==> config.mk <==
export PLATFORM = sky130hd
export DESIGN_NAME = req_fifo
export DESIGN_NICKNAME = d
export VERILOG_FILES = /design/src/hw/ring_pkg.sv /design/src/hw/mem_pkg.sv /design/src/hw/req_fifo.sv
export SDC_FILE = /design/constraint.sdc
export NUM_CORES = 1
export LEC_CHECK = 0
export BUFFER_PORTS_ARGS = -buffer_cell sky130_fd_sc_hd__buf_4
export CAP_MARGIN = 40
export CORE_ASPECT_RATIO = 1.4
export CORE_MARGIN = 2
export CORE_UTILIZATION = 57
export DETAILED_ROUTE_END_ITERATION = 7
export PLACE_DENSITY_LB_ADDON = 0.1
export SYNTH_ARGS = -nofsm -noshare
export SYNTH_HDL_FRONTEND = slang
export SYNTH_SLANG_ARGS = --single-unit
==> constraint.sdc <==
create_clock -name clk_i -period 2.3 [get_ports clk_i]
set_input_delay 0.345 -clock clk_i [delete_from_list [all_inputs] [get_ports clk_i]]
set_output_delay 0.345 -clock clk_i [all_outputs]
set_load 0.005 [all_outputs]
==> src/hw/ring_pkg.sv <==
package ring_pkg;

	// Every node on the ring has a small numeric address
	localparam int unsigned NODE_ID_W = 4;

	// The opcode field is two bits wide on every ring packet
	localparam int unsigned OP_W = 2;

	// Packet kinds that travel on the ring
	typedef enum logic [OP_W-1:0] {
		OP_NOP        = 2'd0, // Empty slot, consumed without effect
		OP_WRITE      = 2'd1, // Remote byte-enabled write into the target node's RAM
		OP_READ       = 2'd2, // Remote word read, answered with a reply packet
		OP_READ_REPLY = 2'd3  // Data coming back to the node that asked
	} ring_op_e;

	// True for the packet kinds that end up as a RAM access at the target
	function automatic logic is_mem_req(input ring_op_e op);
		logic hit;
		hit = (op == OP_WRITE) || (op == OP_READ);
		return hit;
	endfunction

	// Read replies carry no address, so the field is zero on the wire
	// and all byte lanes are marked valid

endpackage

==> src/hw/mem_pkg.sv <==
package mem_pkg;

	localparam int unsigned DATA_W = 32;          // Width of one RAM word
	localparam int unsigned BYTE_W = 8;           // Width of one byte lane
	localparam int unsigned SEL_W  = DATA_W / BYTE_W; // One enable bit per lane

	// Last side that won the RAM port
	// ARB_IDLE only exists between reset and the first grant
	typedef enum logic [1:0] {
		ARB_IDLE   = 2'd0,
		ARB_REMOTE = 2'd1, // Request popped from the remote queue
		ARB_HOST   = 2'd2  // Request taken from the local host port
	} arb_state_e;

endpackage

==> src/hw/req_fifo.sv <==
`timescale 1ns/1ps

module req_fifo
	import ring_pkg::*;
	import mem_pkg::*;
#(
	parameter int unsigned RAM_AW     = 10, // Word address width
	parameter int unsigned FIFO_DEPTH = 4   // Number of queued requests
) (
	input  logic                 clk_i,
	input  logic                 rst_n_i,
	// Write side
	input  logic                 wvalid_i,
	output logic                 wready_o,
	input  ring_op_e             op_i,
	input  logic [NODE_ID_W-1:0] src_i,
	input  logic [RAM_AW-1:0]    adr_i,
	input  logic [SEL_W-1:0]     sel_i,
	input  logic [DATA_W-1:0]    dat_i,
	// Read side
	output logic                 rvalid_o,
	input  logic                 rready_i,
	output ring_op_e             op_o,
	output logic [NODE_ID_W-1:0] src_o,
	output logic [RAM_AW-1:0]    adr_o,
	output logic [SEL_W-1:0]     sel_o,
	output logic [DATA_W-1:0]    dat_o
);

	localparam int unsigned PTR_W = (FIFO_DEPTH > 1) ? $clog2(FIFO_DEPTH) : 1;
	localparam int unsigned CNT_W = $clog2(FIFO_DEPTH + 1);

	ring_op_e             op_mem  [FIFO_DEPTH];
	logic [NODE_ID_W-1:0] src_mem [FIFO_DEPTH];
	logic [RAM_AW-1:0]    adr_mem [FIFO_DEPTH];
	logic [SEL_W-1:0]     sel_mem [FIFO_DEPTH];
	logic [DATA_W-1:0]    dat_mem [FIFO_DEPTH];

	logic [PTR_W-1:0] wr_ptr_q, rd_ptr_q;
	logic [CNT_W-1:0] cnt_q;
	logic             push, pop;

	assign wready_o = (cnt_q != CNT_W'(FIFO_DEPTH)); // Not full
	assign rvalid_o = (cnt_q != '0);                 // Not empty
	assign push     = wvalid_i && wready_o;
	assign pop      = rvalid_o && rready_i;

	always_ff @(posedge clk_i or negedge rst_n_i) begin
		if (!rst_n_i) begin
			wr_ptr_q <= '0;
			rd_ptr_q <= '0;
			cnt_q    <= '0;
		end else begin
			// Pointers wrap by compare so any depth works
			if (push) wr_ptr_q <= (wr_ptr_q == PTR_W'(FIFO_DEPTH - 1)) ? '0 : wr_ptr_q + 1'b1;
			if (pop)  rd_ptr_q <= (rd_ptr_q == PTR_W'(FIFO_DEPTH - 1)) ? '0 : rd_ptr_q + 1'b1;
			case ({push, pop})
				2'b10:   cnt_q <= cnt_q + 1'b1;
				2'b01:   cnt_q <= cnt_q - 1'b1;
				default: cnt_q <= cnt_q; // Both or neither leave the fill level alone
			endcase
		end
	end

	always_ff @(posedge clk_i) begin
		if (push) begin
			op_mem[wr_ptr_q]  <= op_i;
			src_mem[wr_ptr_q] <= src_i;
			adr_mem[wr_ptr_q] <= adr_i;
			sel_mem[wr_ptr_q] <= sel_i;
			dat_mem[wr_ptr_q] <= dat_i;
		end
	end

	// Head of the queue is read straight out of the array
	assign op_o  = op_mem[rd_ptr_q];
	assign src_o = src_mem[rd_ptr_q];
	assign adr_o = adr_mem[rd_ptr_q];
	assign sel_o = sel_mem[rd_ptr_q];
	assign dat_o = dat_mem[rd_ptr_q];

endmodule

==> results.yml <==
route:
  final_antenna_net_count: 0
  totalWireLength_um: 13400
  drc: 0
  via_count: 3589
  vias_per_cell: 5.54
  wl_per_cell_um: 20.6
  dr.pass1.iters: 4
  drt_iter0_markers: 114
cts:
  cts_tree: "yes"
  htree_levels: 1
  insertion_delay_ns: 0.48
  cts_buffers: 20
  clk_pin_slew_worst_paths_ns: 0.06
  cts_buffer_depth: 3
  cts_sinks: 215
  root_buffer: "clkbuf_16"
synth:
  netlist.area_leader.share_pct: 78.6
  synthTopCellsByArea: "edfxtp_1, mux4_2, dfrtp_1"
  netlist.top_cell.by_area: "edfxtp_1"
  synthArstFlopShare_pct: 3.26
  ys.flop_type: "edfxtp_1"
  synth-seq-area-share_pct: 80.8
  synth_edf_count: 208
  yosys_warnings: 0
  ys_ff_latch: 215
  syn_avg_cell_area_um2: 25.5
  synth_cell_types: 20
  syn_nets: 375
  synth_area_mm2: 0.00794
  syn_inst: 312
power:
  p_leak_nw: 3.43
  p_total_mw: 12.4
  ir_drop_uv: 840
  p_per_area_mw_per_mm2: 1260
sta:
  fin_ws_ns: 0.0346
  rsz0062_at_grt: "yes"
  fin_skew_ns: 0.00646
  fin_crit_ns: 2.27
  max_slew_margin_pct: 63.8
  setup_viol: 0
  hold_viol: 0
  clock.fmax_mhz: 441
  tns_ns: 0
  worstMarginPinSlew_ns: 0.544
  min_period_over_period_pct: 98.5
  hold_ws_ns: 0.0590
  slew_viol_final: 0
die:
  initial_utilization_pct: 57.6
  core_mm2: 0.0138
  rows: 51
  fp.dieH_um: 144
  io_pins: 110
  fp.dieArea_mm2: 0.0149
  fp.dieW_um: 104
critical_path:
  cp_max_fo: 23
  cp.required_ns: 1.96
  crit_buf_inv: 2
  path_cells: "buf_16, mux4_2, buf_6"
  slowest_delay_ns: 0.57
  cp_top_family: "multiplexers"
  crit_path_start_kind: "flip-flop"
  cp_slowest_cell: "mux4_2"
  end_kind: "output pin"
  worst_ep_arrival_time_ns: 1.92
  worstSetupPathType: "reg -> out"
job:
  max-cap-violations: 0
layout:
  drive_gt1_share_pct: 47.3
  final_nets: 512
  nFillCells: 880
  stdcell_count: 648
  antenna_cells: 0
  syn_to_final_growth_pct: 23.6
min_path:
  min_path_type: "in -> reg"
grt:
  grt_pass1_wl_um: 20200
  grt_pass1_vias: 3842
  overflow: 0
  antenna_found_initial: 0
  track_usage_pct: 17.9
  grt_max_degree: 37
place:
  port_buffers: 109
  place_inst: 604
  gp_congestion: 0.722
  hpwl_um: 8200
  pre_cts_slack_ns: 0.0965
status:
  outcome: "completed"
[worst register-to-register path: cells and delay by family, from the launching register on]
| kind | cells | cell delay (ns) |
|---|---|---|
| simple gates | 3 | 0.73 |
| fa+ha+maj | 2 | 0.51 |
| buf+inv | 2 | 0.14 |
| xor+xnor | 2 | 0.32 |
| flops | 1 | 0.40 |
[state kept, by name, summed over array words and instances (netlist names)]
signal / flops
wr_ptr_q: 2
cnt_q: 3
rd_ptr_q: 2
src_mem: 16
op_mem: 8
dat_mem: 128
sel_mem: 16
adr_mem: 40
[per-stage QoR]
step           instance area [µm²]  utilization (%)
5_1_grt                       9820             71.2
3_3_place_gp                  9090             66.0
4_1_cts                       9720             70.5
2_1_floorplan                 7940                -
6_report                      9820             71.2
3_5_place_dp                  9090             66.0
[path summary, 6_finish.rpt]
path,startpoint,to,slack (ns),cells past startpoint
min reg2reg,cnt_q[2],cnt_q[2],0.49,1
min in group asynchronous,rst_n_i,cnt_q[1],0.21,2
min,dat_i[27],dat_mem[0][27],0.06,1
max in group asynchronous,rst_n_i,rd_ptr_q[0],1.95,2
max reg2reg,cnt_q[0],cnt_q[2],0.14,9
max,rd_ptr_q[0],dat_o[29],0.03,3
[power breakdown]
part	internal [mW]	switching [mW]	leakage (nW)
clock	1.67	1.28	0.294
combinational	2.30	1.74	1.15
sequential	5.19	0.235	1.99
total	9.16	3.26	3.43
[cell usage after synthesis, types with 2 or more instances]
library cell  instances
buf_2                 3
mux2_2                2
buf_4                 5
inv_1                 7
dfrtp_1               7
edfxtp_1            208
xor2_1                2
mux2_4                2
nor2_1                3
ha_1                  6
and3_2                4
mux4_2               52
buf_1                 4
[metal layers]
metal | up-vias | global-route usage (%) | wire length (µm)
met2 | 123 | 32.7 | 7170
met1 | 1852 | 21.9 | 5090
met4 | 0 | 5.33 | 295
met3 | 23 | 3.45 | 793
li1 | 1591 | - | -
met5 | - | 0 | 0
[cell families after synthesis]
family | count (synthesis) | synth area share, %
buffers and inverters | 19 | 1.18
muxes | 57 | 15.5
DFF | 215 | 80.8
and+or+nand+nor | 11 | 0.914
xor gates and xnor gates | 3 | 0.331
adders and majority gates | 7 | 1.20
[final cells by class]
| cell class | count | area [µm²] | area share (%) |
|---|---|---|---|
| multi-input combinational | 78 | 1440 | 14.7 |
| inverter | 7 | 26.3 | 0.268 |
| sequential | 215 | 6430 | 65.5 |
| clock buffer | 26 | 544 | 5.54 |
| timing repair buffer | 127 | 1100 | 11.2 |
| tap | 185 | 231 | 2.36 |
| clock inverter | 10 | 45.0 | 0.459 |
[layout by cell type, fill, tap and decap left out, types with 6 or more instances in the layout]
master and n:
buf_6 14, buf_12 6, edfxtp_1 208, mux4_2 52
clkinv_2 6, inv_1 7, buf_4 105, clkbuf_16 21
[repair_timing]
item                                    in CTS  in global routing
setup buffers                                3                  4
pin swaps                                    0                  4
resized for setup                            2                 16
hold buffers                                 1                  0
endpoints found under the setup margin      52                 17
endpoints found under the hold margin        7                  0
(Power assumes the default switching activity.)
