[src/hw/ring_pkg.sv]
package ring_pkg;

	// Every node on the ring has a small numeric address
	localparam int unsigned NODE_ID_W = 4;

	// The opcode field is two bits wide on every ring packet
	localparam int unsigned OP_W = 2;

	// Packet kinds that travel on the ring
	typedef enum logic [OP_W-1:0] {
		OP_NOP        = 2'd0, // Empty slot, consumed without effect
		OP_WRITE      = 2'd1, // Remote byte-enabled write into the target node's RAM
		OP_READ       = 2'd2, // Remote word read, answered with a reply packet
		OP_READ_REPLY = 2'd3  // Data coming back to the node that asked
	} ring_op_e;

	// True for the packet kinds that end up as a RAM access at the target
	function automatic logic is_mem_req(input ring_op_e op);
		logic hit;
		hit = (op == OP_WRITE) || (op == OP_READ);
		return hit;
	endfunction

	// Read replies carry no address, so the field is zero on the wire
	// and all byte lanes are marked valid

endpackage

[src/hw/mem_pkg.sv]
package mem_pkg;

	localparam int unsigned DATA_W = 32;          // Width of one RAM word
	localparam int unsigned BYTE_W = 8;           // Width of one byte lane
	localparam int unsigned SEL_W  = DATA_W / BYTE_W; // One enable bit per lane

	// Last side that won the RAM port
	// ARB_IDLE only exists between reset and the first grant
	typedef enum logic [1:0] {
		ARB_IDLE   = 2'd0,
		ARB_REMOTE = 2'd1, // Request popped from the remote queue
		ARB_HOST   = 2'd2  // Request taken from the local host port
	} arb_state_e;

endpackage

[src/hw/ring_nic.sv]
`timescale 1ns/1ps

module ring_nic
	import ring_pkg::*;
	import mem_pkg::*;
#(
	parameter logic [NODE_ID_W-1:0] NODE_ID = '0, // Ring address of this node
	parameter int unsigned          RAM_AW  = 10  // Word address width
) (
	input  logic                 clk_i,
	input  logic                 rst_n_i,
	// Ring input
	input  logic                 ring_in_valid_i,
	output logic                 ring_in_ready_o,
	input  logic [NODE_ID_W-1:0] ring_in_dst_i,
	input  logic [NODE_ID_W-1:0] ring_in_src_i,
	input  ring_op_e             ring_in_op_i,
	input  logic [RAM_AW-1:0]    ring_in_adr_i,
	input  logic [SEL_W-1:0]     ring_in_sel_i,
	input  logic [DATA_W-1:0]    ring_in_dat_i,
	// Ring output
	output logic                 ring_out_valid_o,
	input  logic                 ring_out_ready_i,
	output logic [NODE_ID_W-1:0] ring_out_dst_o,
	output logic [NODE_ID_W-1:0] ring_out_src_o,
	output ring_op_e             ring_out_op_o,
	output logic [RAM_AW-1:0]    ring_out_adr_o,
	output logic [SEL_W-1:0]     ring_out_sel_o,
	output logic [DATA_W-1:0]    ring_out_dat_o,
	// Push side of the request queue
	output logic                 q_wvalid_o,
	input  logic                 q_wready_i,
	output ring_op_e             q_op_o,
	output logic [NODE_ID_W-1:0] q_src_o,
	output logic [RAM_AW-1:0]    q_adr_o,
	output logic [SEL_W-1:0]     q_sel_o,
	output logic [DATA_W-1:0]    q_dat_o,
	// Read results coming back from the arbiter
	input  logic                 rep_valid_i,
	input  logic [NODE_ID_W-1:0] rep_dst_i,
	input  logic [DATA_W-1:0]    rep_dat_i,
	output logic                 rep_free_o
);

	logic                 live_q;     // Low during reset and for the first edge after it
	logic                 for_me;     // Incoming packet is addressed to this node
	logic                 is_req;     // Incoming packet needs a RAM access
	logic                 accept_ok;  // Nothing blocks the input in general
	logic                 stage_free; // Output register can take a new packet this cycle
	logic                 fwd_fire;   // A foreign packet moves into the output register
	logic                 rep_take;   // The pending reply moves into the output register

	logic                 rep_full_q;
	logic [NODE_ID_W-1:0] rep_dst_q;
	logic [DATA_W-1:0]    rep_dat_q;

	logic                 out_valid_q;
	logic [NODE_ID_W-1:0] out_dst_q;
	logic [NODE_ID_W-1:0] out_src_q;
	ring_op_e             out_op_q;
	logic [RAM_AW-1:0]    out_adr_q;
	logic [SEL_W-1:0]     out_sel_q;
	logic [DATA_W-1:0]    out_dat_q;

	// ========================================
	// Input decode and handshakes
	// ========================================
	assign for_me     = (ring_in_dst_i == NODE_ID);
	assign is_req     = is_mem_req(ring_in_op_i);
	assign accept_ok  = live_q && !rep_full_q; // A waiting reply freezes the whole input
	assign stage_free = !out_valid_q || ring_out_ready_i;

	// Local NOPs and stray replies are always swallowed, requests need queue room
	assign ring_in_ready_o = accept_ok && (for_me ? (!is_req || q_wready_i) : stage_free);

	assign q_wvalid_o = ring_in_valid_i && accept_ok && for_me && is_req;
	assign q_op_o     = ring_in_op_i;
	assign q_src_o    = ring_in_src_i; // Kept so that a read can be answered
	assign q_adr_o    = ring_in_adr_i;
	assign q_sel_o    = ring_in_sel_i;
	assign q_dat_o    = ring_in_dat_i;

	assign fwd_fire   = ring_in_valid_i && ring_in_ready_o && !for_me;
	assign rep_take   = rep_full_q && stage_free; // Replies win over forwarding
	assign rep_free_o = !rep_full_q;

	// ========================================
	// Control state
	// ========================================
	always_ff @(posedge clk_i or negedge rst_n_i) begin
		if (!rst_n_i) begin
			live_q      <= 1'b0;
			rep_full_q  <= 1'b0;
			out_valid_q <= 1'b0;
		end else begin
			live_q <= 1'b1;
			// The arbiter only starts a remote read while the slot is empty
			if (rep_valid_i) begin
				rep_full_q <= 1'b1;
			end else if (rep_take) begin
				rep_full_q <= 1'b0;
			end
			if (stage_free) begin
				out_valid_q <= rep_full_q || fwd_fire; // Drains to empty if nothing is waiting
			end
		end
	end

	// Reply slot and output register payload
	always_ff @(posedge clk_i) begin
		if (rep_valid_i) begin
			rep_dst_q <= rep_dst_i;
			rep_dat_q <= rep_dat_i;
		end
		if (rep_take) begin
			out_dst_q <= rep_dst_q;     // Back to the node that asked
			out_src_q <= NODE_ID;
			out_op_q  <= OP_READ_REPLY;
			out_adr_q <= '0;
			out_sel_q <= '1;
			out_dat_q <= rep_dat_q;
		end else if (fwd_fire) begin
			out_dst_q <= ring_in_dst_i; // Foreign packets pass through untouched
			out_src_q <= ring_in_src_i;
			out_op_q  <= ring_in_op_i;
			out_adr_q <= ring_in_adr_i;
			out_sel_q <= ring_in_sel_i;
			out_dat_q <= ring_in_dat_i;
		end
	end

	assign ring_out_valid_o = out_valid_q;
	assign ring_out_dst_o   = out_dst_q;
	assign ring_out_src_o   = out_src_q;
	assign ring_out_op_o    = out_op_q;
	assign ring_out_adr_o   = out_adr_q;
	assign ring_out_sel_o   = out_sel_q;
	assign ring_out_dat_o   = out_dat_q;

endmodule

[config.mk]
export PLATFORM = sky130hd
export DESIGN_NAME = ring_nic
export DESIGN_NICKNAME = d
export VERILOG_FILES = /design/src/hw/ring_pkg.sv /design/src/hw/mem_pkg.sv /design/src/hw/ring_nic.sv
export SDC_FILE = /design/constraint.sdc
export NUM_CORES = 1
export LEC_CHECK = 0
export CORE_AREA = 4 4 78 94
export CTS_CLUSTER_SIZE = 12
export DETAILED_ROUTE_END_ITERATION = 6
export DIE_AREA = 0 0 82 98
export DONT_BUFFER_PORTS = 1
export GPL_ROUTABILITY_DRIVEN = 0
export PLACE_DENSITY_LB_ADDON = 0.05
export SLEW_MARGIN = 20
export SYNTH_ARGS = -nofsm -noshare
export SYNTH_HDL_FRONTEND = slang
export SYNTH_SLANG_ARGS = --single-unit
[constraint.sdc]
create_clock -name clk_i -period 2.15 [get_ports clk_i]
set_input_delay 0.3225 -clock clk_i [delete_from_list [all_inputs] [get_ports clk_i]]
set_output_delay 0.3225 -clock clk_i [all_outputs]
set_load 0.02 [all_outputs]
==> flow_summary.toml <==
[routing]
first_pass_iters = 4
post_drt_via_cell_ratio = 6.28
top_layer = "met4"
drc = 0
finalWirelength_mm = 7.10
antenna_left = 0
wl_met3_um = 795
avgRoutedWirePerCell_um = 25.3
met2WireLength_mm = 3.93
routed-via-count = 1765
drt_iter0_drc = 169
met1Wirelength_mm = 2.23

[clock_tree]
insertion_delay_ns = 0.34
clkSlewWorstSetupHoldPaths_ns = 0.09
htree_levels = 3
clockBufferDepth = 2
cts_root_buffer = "clkbuf_8"
cts_setup_buffers = 0
cts_buffers = 9
cts_tree = "yes"
cts_num_sinks = 95

[timing]
hold_viol = 0
finalSetupViolations = 0
skew_ns = 0.00638
max_freq_ghz = 0.491
worst_pin_slew_ns = 0.893
rsz0062_at_grt = "no"
fin_crit_ns = 2.04
period_share = 0.948
slew_headroom = 0.404
tns_ns = 0
slew_viol_final = 0

[power_and_ir_drop]
power_density_nw_per_um2 = 993
power_w = 0.00378
ir_drop_mv = 0.551
p_leak_nw = 1.26

[die]
chipWidth_um = 82
start_util = 0.603
io_pins = 210
die_area_sq_um = 8040
rows = 32
core_area_sq_um = 6410
die_h_um = 98

[setup_path]
crit_type = "register to primary output"
required_ns = 1.83
crit_path_end_kind = "primary output"
crit_arrival_ns = 1.71
critPathLaunchType = "register"
cp_max_fo = 6

[placement]
place.detailed.hpwl_mm = 5.23
place_area_sq_um = 3570
port_buffers = 0

[final_layout]
diodes = 0
nets = 289
synthToLayoutAreaGrowth_pct = -1.52
finalInstanceArea_sq_um = 3800
drive_gt1_frac = 0.306

[worst_hold_path]
hp-class = "primary input to register"

[logic_synthesis]
yosys_warnings = 0
synth.distinct_cells = 30
synth-seq-cells = 95
ys_seq_area_frac = 0.683
synth.cell_area_sq_um = 3860
synth_area_per_cell_sq_um = 16.6
postSynthCellCount = 233
synth_fp_nets = 331

[status]
status = "finished clean"

[job]
cap_violations = 0

[grt]
antenna_found_initial = 0
grtUsageTotal = 0.174
grt_pass1_vias = 1815
grt_pass1_wl_mm = 9.98
gr-total-overflow = 0
grt_max_degree = 38
[area by class of cell]
cell class,count,area (sq um)
timing repair buffer,6,47.5
inverter,1,7.51
multi-input combinational,78,791
sequential,95,2640
fill,494,2600
tap,85,106
clock buffer,10,128
clock inverter,6,85.1
[sequential cells by signal (all words and copies together), names as in the netlist]
name,count
rep_full_q,1
ring_out_dat_o,32
ring_out_adr_o,10
rep_dst_q,4
ring_out_dst_o,4
live_q,1
ring_out_src_o,4
ring_out_valid_o,1
rep_dat_q,32
ring_out_sel_o,4
ring_out_op_o,2
[metal layers]
layer	GRT usage	vias to the layer above
met2	0.302	141
met1	0.179	863
met5	0	-
met4	0.0767	0
met3	0.0710	17
li1	-	744
[power breakdown]
| group | switching (W) | total [W] | leakage [nW] | internal (W) |
|---|---|---|---|---|
| Combinational | 0.000114 | 0.000220 | 0.260 | 0.000106 |
| Clock | 0.000572 | 0.00122 | 0.106 | 0.000652 |
| Sequential | 0.000175 | 0.00233 | 0.895 | 0.00216 |
[through the flow]
step           utilization  std cells  hold slack, ns  worst slack (ns)
4_1_cts              0.592        281          0.0418            0.0484
2_1_floorplan            -        233          0.0269             0.173
3_5_place_dp         0.557        264          0.0271             0.137
5_1_grt              0.594        281          0.0317            0.0895
3_3_place_gp         0.557        264          0.0270             0.314
6_report             0.594        281          0.0694             0.113
[worst paths after layout]
kind	from	end	slack, ns	depth (start not counted)
max reg2reg	rep_full_q$_DFFE_PN0P_	ring_out_dat_o[21]$_DFFE_PP_	0.16	4
min reg2reg	rep_dat_q[28]$_DFFE_PP_	ring_out_dat_o[28]$_DFFE_PP_	0.54	1
min	rep_dat_i[26]	rep_dat_q[26]$_DFFE_PP_	0.07	0
max	rep_full_q$_DFFE_PN0P_	q_wvalid_o	0.11	4
min in group asynchronous	rst_n_i	ring_out_valid_o$_DFFE_PN0N_	0.23	1
max in group asynchronous	rst_n_i	rep_full_q$_DFFE_PN0P_	1.75	1
[synthesized netlist by cell type]
cell type  number  area share
a211oi_1        1      0.0019
a21o_1          1      0.0019
a32o_1         14       0.036
and2_2          1      0.0019
buf_2           1      0.0013
buf_4          56        0.11
buf_8           1      0.0039
clkbuf_1        1     0.00097
conb_1          1     0.00097
dfrtp_1         3       0.019
dfxtp_1        20        0.10
edfxtp_1       72        0.56
inv_1           1     0.00097
mux2_1          4       0.012
mux2_2         32       0.093
nand2_1         3      0.0029
nand2b_1        1      0.0016
nand3_4         1      0.0045
nand4_2         1      0.0032
nor2_1          1     0.00097
nor2_2          1      0.0016
nor2b_2         1      0.0023
nor3_1          2      0.0026
nor4_2          2      0.0065
nor4b_1         1      0.0023
o21a_1          1      0.0019
o32a_1          6       0.016
or3_1           1      0.0016
or4_4           1      0.0029
xnor2_1         1      0.0023
[cell families (layout without fill, tap and decap cells)]
family	Yosys count	after routing	synth area share
DFF	95	95	0.683
buffers and inverters	60	23	0.116
muxes	36	36	0.105
AOI/OAI and AO/OA	23	23	0.0577
and+or+nand+nor	17	17	0.0350
other	1	1	0.000971
xor gates and xnor gates	1	1	0.00227
[worst max-delay path: stages, from the launching register on]
cell,delay [ns]
dfrtp_1,0.49
clkinvlp_4,0.23
nand2_1,0.10
nor4b_1,0.34
buf_4,0.20
[repair_timing]
item | in CTS | in global routing
gates resized for setup | 0 | 1
endpoints found under the setup margin | 0 | 1
hold buffers | 1 | 0
endpoints found under the hold margin | 3 | 0
[cell usage in the layout (no fill, tap or decap), drive strengths merged, types with 2 or more instances in the layout]
| cell | n |
|---|---|
| a32o | 14 |
| buf | 5 |
| bufinv | 2 |
| clkbuf | 10 |
| clkinv | 4 |
| dfrtp | 3 |
| dfxtp | 20 |
| edfxtp | 72 |
| mux2 | 36 |
| nand2 | 3 |
| nor2 | 2 |
| nor3 | 2 |
| nor4 | 2 |
| o32a | 6 |
Power figures use the tool's default switching activity.
