`src/hw/ring_pkg.sv`:
```
package ring_pkg;

	// Every node on the ring has a small numeric address
	localparam int unsigned NODE_ID_W = 4;

	// The opcode field is two bits wide on every ring packet
	localparam int unsigned OP_W = 2;

	// Packet kinds that travel on the ring
	typedef enum logic [OP_W-1:0] {
		OP_NOP        = 2'd0, // Empty slot, consumed without effect
		OP_WRITE      = 2'd1, // Remote byte-enabled write into the target node's RAM
		OP_READ       = 2'd2, // Remote word read, answered with a reply packet
		OP_READ_REPLY = 2'd3  // Data coming back to the node that asked
	} ring_op_e;

	// True for the packet kinds that end up as a RAM access at the target
	function automatic logic is_mem_req(input ring_op_e op);
		logic hit;
		hit = (op == OP_WRITE) || (op == OP_READ);
		return hit;
	endfunction

	// Read replies carry no address, so the field is zero on the wire
	// and all byte lanes are marked valid

endpackage

```
`src/hw/mem_pkg.sv`:
```
package mem_pkg;

	localparam int unsigned DATA_W = 32;          // Width of one RAM word
	localparam int unsigned BYTE_W = 8;           // Width of one byte lane
	localparam int unsigned SEL_W  = DATA_W / BYTE_W; // One enable bit per lane

	// Last side that won the RAM port
	// ARB_IDLE only exists between reset and the first grant
	typedef enum logic [1:0] {
		ARB_IDLE   = 2'd0,
		ARB_REMOTE = 2'd1, // Request popped from the remote queue
		ARB_HOST   = 2'd2  // Request taken from the local host port
	} arb_state_e;

endpackage

```
`src/hw/node_arbiter.sv`:
```
`timescale 1ns/1ps

module node_arbiter
	import ring_pkg::*;
	import mem_pkg::*;
#(
	parameter int unsigned RAM_AW = 10 // Word address width
) (
	input  logic                 clk_i,
	input  logic                 rst_n_i,
	// Head of the remote request queue
	input  logic                 q_rvalid_i,
	output logic                 q_rready_o,
	input  ring_op_e             q_op_i,
	input  logic [NODE_ID_W-1:0] q_src_i,
	input  logic [RAM_AW-1:0]    q_adr_i,
	input  logic [SEL_W-1:0]     q_sel_i,
	input  logic [DATA_W-1:0]    q_dat_i,
	// Local host port
	input  logic                 host_valid_i,
	output logic                 host_ready_o,
	input  logic                 host_we_i,
	input  logic [RAM_AW-1:0]    host_adr_i,
	input  logic [SEL_W-1:0]     host_sel_i,
	input  logic [DATA_W-1:0]    host_dat_i,
	output logic                 host_rvalid_o,
	output logic [DATA_W-1:0]    host_rdat_o,
	// Reply path to the NIC
	input  logic                 rep_free_i,
	output logic                 rep_valid_o,
	output logic [NODE_ID_W-1:0] rep_dst_o,
	output logic [DATA_W-1:0]    rep_dat_o,
	// RAM port
	output logic                 ram_en_o,
	output logic [SEL_W-1:0]     ram_we_o,
	output logic [RAM_AW-1:0]    ram_adr_o,
	output logic [DATA_W-1:0]    ram_wdat_o,
	input  logic [DATA_W-1:0]    ram_rdat_i
);

	arb_state_e           last_q;     // Side that got the port most recently
	logic                 live_q;
	logic                 remote_req; // Queue head can be served this cycle
	logic                 grant_host;
	logic                 grant_rem;
	logic                 rd_host_q;  // Host read issued on the previous edge
	logic                 rd_rem_q;   // Remote read issued on the previous edge
	logic [NODE_ID_W-1:0] rd_src_q;   // Requester of that remote read

	// ========================================
	// Grant logic
	// ========================================
	// A remote read also waits while its predecessor's reply is still on the way
	assign remote_req = live_q && q_rvalid_i &&
		(q_op_i != OP_READ || (rep_free_i && !rd_rem_q));

	// Host yields only when the queue is waiting and won less recently
	assign host_ready_o = live_q && !(remote_req && last_q != ARB_REMOTE);
	assign grant_host   = host_valid_i && host_ready_o;
	assign grant_rem    = remote_req && !grant_host;
	assign q_rready_o   = grant_rem;

	// The access goes to RAM in the same cycle as the handshake
	assign ram_en_o   = grant_host || grant_rem;
	assign ram_we_o   = grant_host ? (host_we_i ? host_sel_i : '0) :
		((grant_rem && q_op_i == OP_WRITE) ? q_sel_i : '0);
	assign ram_adr_o  = grant_host ? host_adr_i : q_adr_i;
	assign ram_wdat_o = grant_host ? host_dat_i : q_dat_i;

	always_ff @(posedge clk_i or negedge rst_n_i) begin
		if (!rst_n_i) begin
			live_q    <= 1'b0;
			last_q    <= ARB_IDLE;
			rd_host_q <= 1'b0;
			rd_rem_q  <= 1'b0;
		end else begin
			live_q <= 1'b1;
			if (grant_host) begin
				last_q <= ARB_HOST;
			end else if (grant_rem) begin
				last_q <= ARB_REMOTE;
			end
			rd_host_q <= grant_host && !host_we_i;
			rd_rem_q  <= grant_rem && (q_op_i == OP_READ);
		end
	end

	always_ff @(posedge clk_i) begin
		if (grant_rem) rd_src_q <= q_src_i; // Reply goes back to whoever asked
	end

	// ========================================
	// Read return steering
	// ========================================
	assign host_rvalid_o = rd_host_q;
	assign host_rdat_o   = ram_rdat_i;
	assign rep_valid_o   = rd_rem_q;
	assign rep_dst_o     = rd_src_q;
	assign rep_dat_o     = ram_rdat_i;

endmodule

```
`config.mk`:
```
export PLATFORM = sky130hd
export DESIGN_NAME = node_arbiter
export DESIGN_NICKNAME = d
export VERILOG_FILES = /design/src/hw/ring_pkg.sv /design/src/hw/mem_pkg.sv /design/src/hw/node_arbiter.sv
export SDC_FILE = /design/constraint.sdc
export NUM_CORES = 1
export LEC_CHECK = 0
export BUFFER_PORTS_ARGS = -buffer_cell sky130_fd_sc_hd__buf_4
export CORE_AREA = 2 2 98 100
export CTS_CLUSTER_DIAMETER = 80
export CTS_CLUSTER_SIZE = 28
export DETAILED_ROUTE_END_ITERATION = 6
export DIE_AREA = 0 0 100 102
export PLACE_DENSITY = 0.59
export SKIP_CTS_REPAIR_TIMING = 1
export SLEW_MARGIN = 20
export SYNTH_ARGS = -nofsm -noshare
export SYNTH_HDL_FRONTEND = slang
export SYNTH_SLANG_ARGS = --single-unit
```
`constraint.sdc`:
```
create_clock -name clk_i -period 2.6 [get_ports clk_i]
set_input_delay 0 -clock clk_i [delete_from_list [all_inputs] [get_ports clk_i]]
set_output_delay 0 -clock clk_i [all_outputs]
set_load 0.005 [all_outputs]
```
==> impl_metrics.sql, run 1 <==
INSERT INTO impl_metrics (metric_group, metric, value, unit) VALUES
('logic_synthesis', 'synthCells', '268', ''),
('global_routing', 'first_pass_grt_wire_length', '12.6', 'mm'),
('route', 'detail-route-antenna-nets', '0', ''),
('critical_path', 'end_kind', 'output pin', ''),
('logic_synthesis', 'mappedNetlistArea', '2390', 'sq um'),
('clocking', 'clock_latency', '230', 'ps'),
('critical_path', 'cp_cell_sequence', 'buf_4, and2_2, buf_4, nand3_1, o2bb2ai_1, buf_4', ''),
('pwr', 'vdd.ir_drop.worst', '0.142', 'mV'),
('logic_synthesis', 'ys_ff_latch', '9', ''),
('cells_and_area', 'final_core_util', '0.347', ''),
('timing', 'post-route-period-util', '0.828', ''),
('critical_path', 'crit_path_max_incr_delay', '540', 'ps'),
('floorplanning', 'fp-row-count', '35', ''),
('global_routing', 'track_usage', '0.153', ''),
('critical_path', 'worst_ep_required_time', '2600', 'ps'),
('pwr', 'leakagePower', '0.00136', 'uW'),
('clocking', 'tritoncts.num_buffers', '3', ''),
('logic_synthesis', 'synth-seq-area-share', '0.103', ''),
('route', 'detailroute.via_count', '2445', ''),
('critical_path', 'start_kind', 'flop', ''),
('cells_and_area', 'finish.net_count', '477', ''),
('global_routing', 'global_route.overflow_total', '0', ''),
('floorplanning', 'boundaryPins', '255', ''),
('floorplanning', 'die_w', '100', 'um'),
('timing', 'tns', '0', 'ps'),
('clocking', 'tritoncts', 'done', ''),
('pwr', 'finalPower', '947', 'uW'),
('logic_synthesis', 'yosys.cell_types.count', '30', ''),
('floorplanning', 'initial_core_util', '0.262', ''),
('timing', 'final_max_slew_viol_count', '0', ''),
('job', 'timing.max_cap.violations', '0', ''),
('timing', 'post-route-min-period', '2150', 'ps'),
('timing', 'timing.final.setup_violations', '0', ''),
('critical_path', 'critPathKind', 'flop to output pin', ''),
('cells_and_area', 'n_antenna_cell', '0', ''),
('clocking', 'ctsLongestPathBuffers', '2', ''),
('floorplanning', 'die_area', '10200', 'sq um'),
('clocking', 'cts_root_buf', 'clkbuf_8', ''),
('floorplanning', 'core-area', '9110', 'sq um'),
('global_routing', 'grt_pass1_vias', '2456', ''),
('run_status', 'status', 'finished, final reports clean', ''),
('clocking', 'worst_setup_hold_path_clk_slew', '40', 'ps'),
('route', 'drtPass1Iterations', '6', ''),
('timing', 'max_clock_freq', '465', 'MHz'),
('placement', 'place_hpwl', '6.16', 'mm'),
('critical_path', 'critical_path.slowest_cell', 'and2_2', ''),
('route', 'detail_route.wirelength', '8.49', 'mm'),
('timing', 'tightestPinTransition', '674', 'ps'),
('timing', 'rsz0062_at_grt', 'no', ''),
('clocking', 'htree_num_levels', '1', ''),
('critical_path', 'timing.critical_path.mode_cell', 'buf_4', ''),
('worst_hold_path', 'hp-class', 'input pin to output pin', ''),
('timing', 'timing.final.hold_violations', '0', ''),
('floorplanning', 'floorplan.die.height', '102', 'um'),
('pwr', 'cellPowerDensity', '299', 'nW/um^2'),
('route', 'wl_per_cell', '18.8', 'um'),
('logic_synthesis', 'yosysWarnings', '0', ''),
('route', 'drc', '0', ''),
('critical_path', 'maximum_net_fanout_on_the_critical_path', '26', ''),
('cells_and_area', 'layout-drive-gt1-share', '0.515', ''),
('clocking', 'tritoncts_num_sinks', '9', ''),
('global_routing', 'antenna_found_initial', '0', ''),
('route', 'drt-initial-drc-count', '87', ''),
('logic_synthesis', 'synth.net_count', '404', ''),
('critical_path', 'critical_path_arrival', '2150', 'ps'),
('cells_and_area', 'area_growth_syn_to_layout', '32.3', '%'),
('global_routing', 'pin_count_of_the_biggest_net_entering_global_routing', '46', ''),
('timing', 'skew', '1.62', 'ps'),
('placement', 'globalplace.congestion', '0.735', ''),
('placement', 'io_buffers', '158', ''),
('logic_synthesis', 'synth.avg_cell_area', '8.92', 'sq um'),
('timing', 'max_slew_margin', '0.548', ''),
('route', 'drt-vias-per-instance', '5.42', '');
report_power, final:
| group | leakage, uW | internal (uW) | switching (uW) |
|---|---|---|---|
| Clock | 0.0000228 | 106 | 50.4 |
| Combinational | 0.00124 | 344 | 279 |
| Sequential | 0.0000995 | 160 | 7.08 |
| Total | 0.00136 | 610 | 336 |
synthesized netlist by cell type:
| cell type | count | area (sq um) |
|---|---|---|
| a211oi_1 | 1 | 7.51 |
| a21boi_0 | 41 | 308 |
| a21boi_1 | 1 | 7.51 |
| a21oi_1 | 1 | 5.00 |
| a22o_1 | 1 | 8.76 |
| a22oi_1 | 1 | 7.51 |
| a311o_1 | 42 | 420 |
| a31oi_1 | 1 | 6.26 |
| and2_1 | 2 | 12.5 |
| buf_2 | 18 | 90.1 |
| buf_4 | 65 | 488 |
| buf_6 | 10 | 113 |
| clkbuf_1 | 12 | 45.0 |
| conb_1 | 1 | 3.75 |
| dfrtp_1 | 5 | 125 |
| edfxtp_1 | 4 | 120 |
| inv_1 | 2 | 7.51 |
| nand2_1 | 1 | 3.75 |
| nand2b_1 | 1 | 6.26 |
| nand2b_4 | 1 | 13.8 |
| nand3_1 | 4 | 20.0 |
| nand4b_1 | 1 | 8.76 |
| nor2b_1 | 1 | 6.26 |
| nor3_1 | 1 | 5.00 |
| o2111a_1 | 42 | 473 |
| o211a_1 | 1 | 10.0 |
| o211ai_1 | 1 | 7.51 |
| o211ai_4 | 1 | 21.3 |
| o21ai_1 | 1 | 5.00 |
| o2bb2ai_1 | 4 | 35.0 |
kinds of logic (layout without fill, tap and decap cells):
logic type	count (synthesis)	after routing	share of synthesized area
compound gates	139	139	0.553
flops	9	9	0.103
buf+inv	107	179	0.311
other cells	1	1	0.00157
simple gates	12	12	0.0319
placed cells by master (no fill, tap or decap), types with 2 or more instances in the layout:
cell type	instances
buf_4	167
o2bb2ai_1	4
clkbuf_8	3
dlygate4sd3_1	6
dfrtp_1	5
o2111a_1	42
a311o_1	42
nand3_1	4
edfxtp_1	4
a21boi_0	41
inv_1	2
routing by layer:
layer / wire (um) / global-route usage / up-vias / part of all wire
met3: 578 / 0.0185 / 35 / 0.068
met1: 3180 / 0.175 / 1121 / 0.37
met2: 4470 / 0.290 / 115 / 0.53
met5: 0 / 0 / - / 0
li1: - / - / 1174 / -
met4: 264 / 0.0622 / 0 / 0.031
final cells by class:
type	count	area, sq um
clock buffers	4	45.0
multi-input cells	152	1410
well taps	111	139
flip-flops and latches	9	245
inverters	2	7.51
fillers	956	5940
repair buffers	173	1310
flip-flops by register name, indices dropped and copies added (netlist names):
register       cells
live_q             1
rep_dst_o          4
last_q             2
rep_valid_o        1
host_rvalid_o      1
path summary, 6_finish.rpt:
check                                     from  slack (ps)             to  depth (start not counted)
worst max-delay path                    live_q         450    ram_we_o[3]                          6
worst min-delay path            ram_rdat_i[21]       0.002  rep_dat_o[21]                          0
worst max register to register     rep_valid_o         680   rep_dst_o[3]                          3
worst min register to register       last_q[1]         540      last_q[1]                          1
max in group asynchronous              rst_n_i        2380  host_rvalid_o                          2
min in group asynchronous              rst_n_i         110         live_q                          2
through the flow:
| step | hold WS [ps] | instance area (sq um) | instances | setup slack [ps] |
|---|---|---|---|---|
| 3_3_place_gp | -192 | 3060 | 441 | 668 |
| 2_1_floorplan | -296 | 2390 | 268 | 910 |
| 4_1_cts | -435 | 3100 | 445 | 422 |
| 3_5_place_dp | -192 | 3060 | 441 | 670 |
| 6_report | 0.00249 | 3160 | 451 | 448 |
| 5_1_grt | 0.0118 | 3160 | 451 | 307 |
worst max-delay path: cells and delay by family, from the launching register on:
family,cells,cell delay [ps]
simple gates,2,670
compound gates,1,150
flops,1,330
buf+inv,3,770
No activity file was read; power rests on OpenSTA's default activity.
==> run 2: changes to the inputs <==
==> constraint.sdc (replaced) <==
create_clock -name clk_i -period 2.1 [get_ports clk_i]
set_input_delay 0 -clock clk_i [delete_from_list [all_inputs] [get_ports clk_i]]
set_output_delay 0 -clock clk_i [all_outputs]
set_load 0.005 [all_outputs]
==> run 2 against run 1 <==
- worst hold slack about the same
- clock power increased by 32%
- utilization rose by 0.22 points
- sequential cell count unchanged
- highest routed layer unchanged
==> impl_metrics.sql, run 2 (same netlist as run 1, synthesis figures left out) <==
INSERT INTO impl_metrics (metric_group, metric, value, unit) VALUES
('timing', 'post-route-min-period', '1940', 'ps'),
('timing', 'timing.final.hold_violations', '0', ''),
('route', 'drt-initial-drc-count', '123', ''),
('pwr', 'leakagePower', '0.00137', 'uW'),
('cells_and_area', 'finish.net_count', '479', ''),
('critical_path', 'maximum_net_fanout_on_the_critical_path', '32', ''),
('global_routing', 'track_usage', '0.156', ''),
('placement', 'io_buffers', '158', ''),
('clocking', 'tritoncts_num_sinks', '9', ''),
('cells_and_area', 'final_common_cell', 'buf_4', ''),
('route', 'detailroute.via_count', '2539', ''),
('critical_path', 'r2r_setup_slack', '360', 'ps'),
('critical_path', 'worst_ep_required_time', '2100', 'ps'),
('cells_and_area', 'n_antenna_cell', '0', ''),
('cells_and_area', 'layout-drive-gt1-share', '0.520', ''),
('clocking', 'htree_num_levels', '1', ''),
('critical_path', 'end_kind', 'output pin', ''),
('timing', 'tns', '0', 'ps'),
('critical_path', 'critical_path_arrival', '1940', 'ps'),
('floorplanning', 'die_w', '100', 'um'),
('placement', 'globalplace.congestion', '0.704', ''),
('floorplanning', 'die_area', '10200', 'sq um'),
('global_routing', 'pin_count_of_the_biggest_net_entering_global_routing', '46', ''),
('global_routing', 'global_route.overflow_total', '0', ''),
('floorplanning', 'boundaryPins', '255', ''),
('global_routing', 'grt_pass1_vias', '2506', ''),
('route', 'drtPass1Iterations', '4', ''),
('cells_and_area', 'final_design_area_no_fill', '3180', 'sq um'),
('timing', 'hold_slack', '0.00250', 'ps'),
('global_routing', 'first_pass_grt_wire_length', '12.9', 'mm'),
('timing', 'max_clock_freq', '516', 'MHz'),
('floorplanning', 'core-area', '9110', 'sq um'),
('cells_and_area', 'most_used_cells_in_the_layout_excluding_fill_and_tap_cells', 'buf_4 (168), o2111a_1 (42), a311o_1 (42)', ''),
('cells_and_area', 'area_growth_syn_to_layout', '33.2', '%'),
('timing', 'skew', '7.30', 'ps'),
('timing', 'post-route-period-util', '0.923', ''),
('timing', 'final_max_slew_viol_count', '0', ''),
('route', 'wl_per_cell', '18.7', 'um'),
('worst_hold_path', 'hp-class', 'input pin to output pin', ''),
('global_routing', 'antenna_found_initial', '0', ''),
('route', 'drc', '0', ''),
('run_status', 'status', 'finished, final reports clean', ''),
('placement', 'detailed_place.area', '3070', 'sq um'),
('timing', 'tightestPinTransition', '500', 'ps'),
('route', 'detail-route-antenna-nets', '0', ''),
('job', 'timing.max_cap.violations', '0', ''),
('cells_and_area', 'largest_reg_flops', '4', ''),
('clocking', 'tritoncts.num_buffers', '3', ''),
('placement', 'place_hpwl', '6.12', 'mm'),
('route', 'detail_route.wirelength', '8.47', 'mm'),
('cells_and_area', 'final_core_util', '0.350', ''),
('critical_path', 'start_kind', 'flop', ''),
('floorplanning', 'floorplan.die.height', '102', 'um'),
('clocking', 'clock_latency', '240', 'ps'),
('pwr', 'vdd.ir_drop.worst', '0.132', 'mV'),
('critical_path', 'critPathKind', 'flop to output pin', ''),
('timing', 'timing.final.setup_violations', '0', ''),
('clocking', 'ctsLongestPathBuffers', '2', ''),
('clocking', 'worst_setup_hold_path_clk_slew', '40', 'ps'),
('route', 'drt-vias-per-instance', '5.60', ''),
('floorplanning', 'initial_core_util', '0.262', ''),
('floorplanning', 'fp-row-count', '35', ''),
('timing', 'rsz0062_at_grt', 'no', ''),
('pwr', 'cellPowerDensity', '374', 'nW/um^2'),
('clocking', 'tritoncts', 'done', ''),
('clocking', 'cts_root_buf', 'clkbuf_8', ''),
('timing', 'max_slew_margin', '0.665', '');
[run 2: cell types whose count changed in the layout (fill, tap and decap cells not counted), sizes merged]
cell,previous run,this run
clkinv,0,1
buf,167,169
clkbuf,4,3
[run 2: cell type report]
cell class / instances / area, sq um
Fill cell: 926 / 5920
Multi-Input combinational cell: 152 / 1410
Timing Repair Buffer: 175 / 1330
Sequential cell: 9 / 245
Tap cell: 111 / 139
Clock buffer: 3 / 41.3
Inverter: 2 / 7.51
Clock inverter: 1 / 5.00
[run 2: worst paths after layout]
| path | from | end | depth (start not counted) |
|---|---|---|---|
| setup reg to reg | last_q[0] | rep_dst_o[2] | 3 |
| setup / recovery | last_q[0] | ram_wdat_o[18] | 5 |
| hold / removal | ram_rdat_i[14] | rep_dat_o[14] | 0 |
| max in group asynchronous | rst_n_i | live_q | 2 |
| min in group asynchronous | rst_n_i | rep_valid_o | 2 |
| hold reg to reg | last_q[1] | last_q[1] | 1 |
[run 2: critical path, cell delays in order, from the launching register on]
cell and delay (ps):
dfrtp_1 400, nand2b_2 280, o211ai_4 260, buf_6 260, a311o_1 340, buf_4 140
[run 2: through the flow]
| stage | setup slack (ps) | cells | total power (uW) |
|---|---|---|---|
| 2_1_floorplan | 410 | 268 | 712 |
| 5_1_grt | 6.35 | 453 | 1280 |
| 3_3_place_gp | 302 | 443 | 980 |
| 6_report | 162 | 453 | 1190 |
| 4_1_cts | 7.13 | 447 | 1200 |
| 3_5_place_dp | 268 | 443 | 983 |
[run 2: power by group]
| group | internal (uW) | switching [uW] | total (uW) |
|---|---|---|---|
| Combinational | 433 | 347 | 780 |
| Sequential | 198 | 7.99 | 206 |
| Clock | 130 | 76.6 | 207 |
| Total | 761 | 432 | 1190 |
[run 2: routing by layer]
layer  wire length [um]  GRT usage
met4                332     0.0780
met1               3290      0.177
met5                  0          0
met3                508     0.0144
met2               4340      0.291
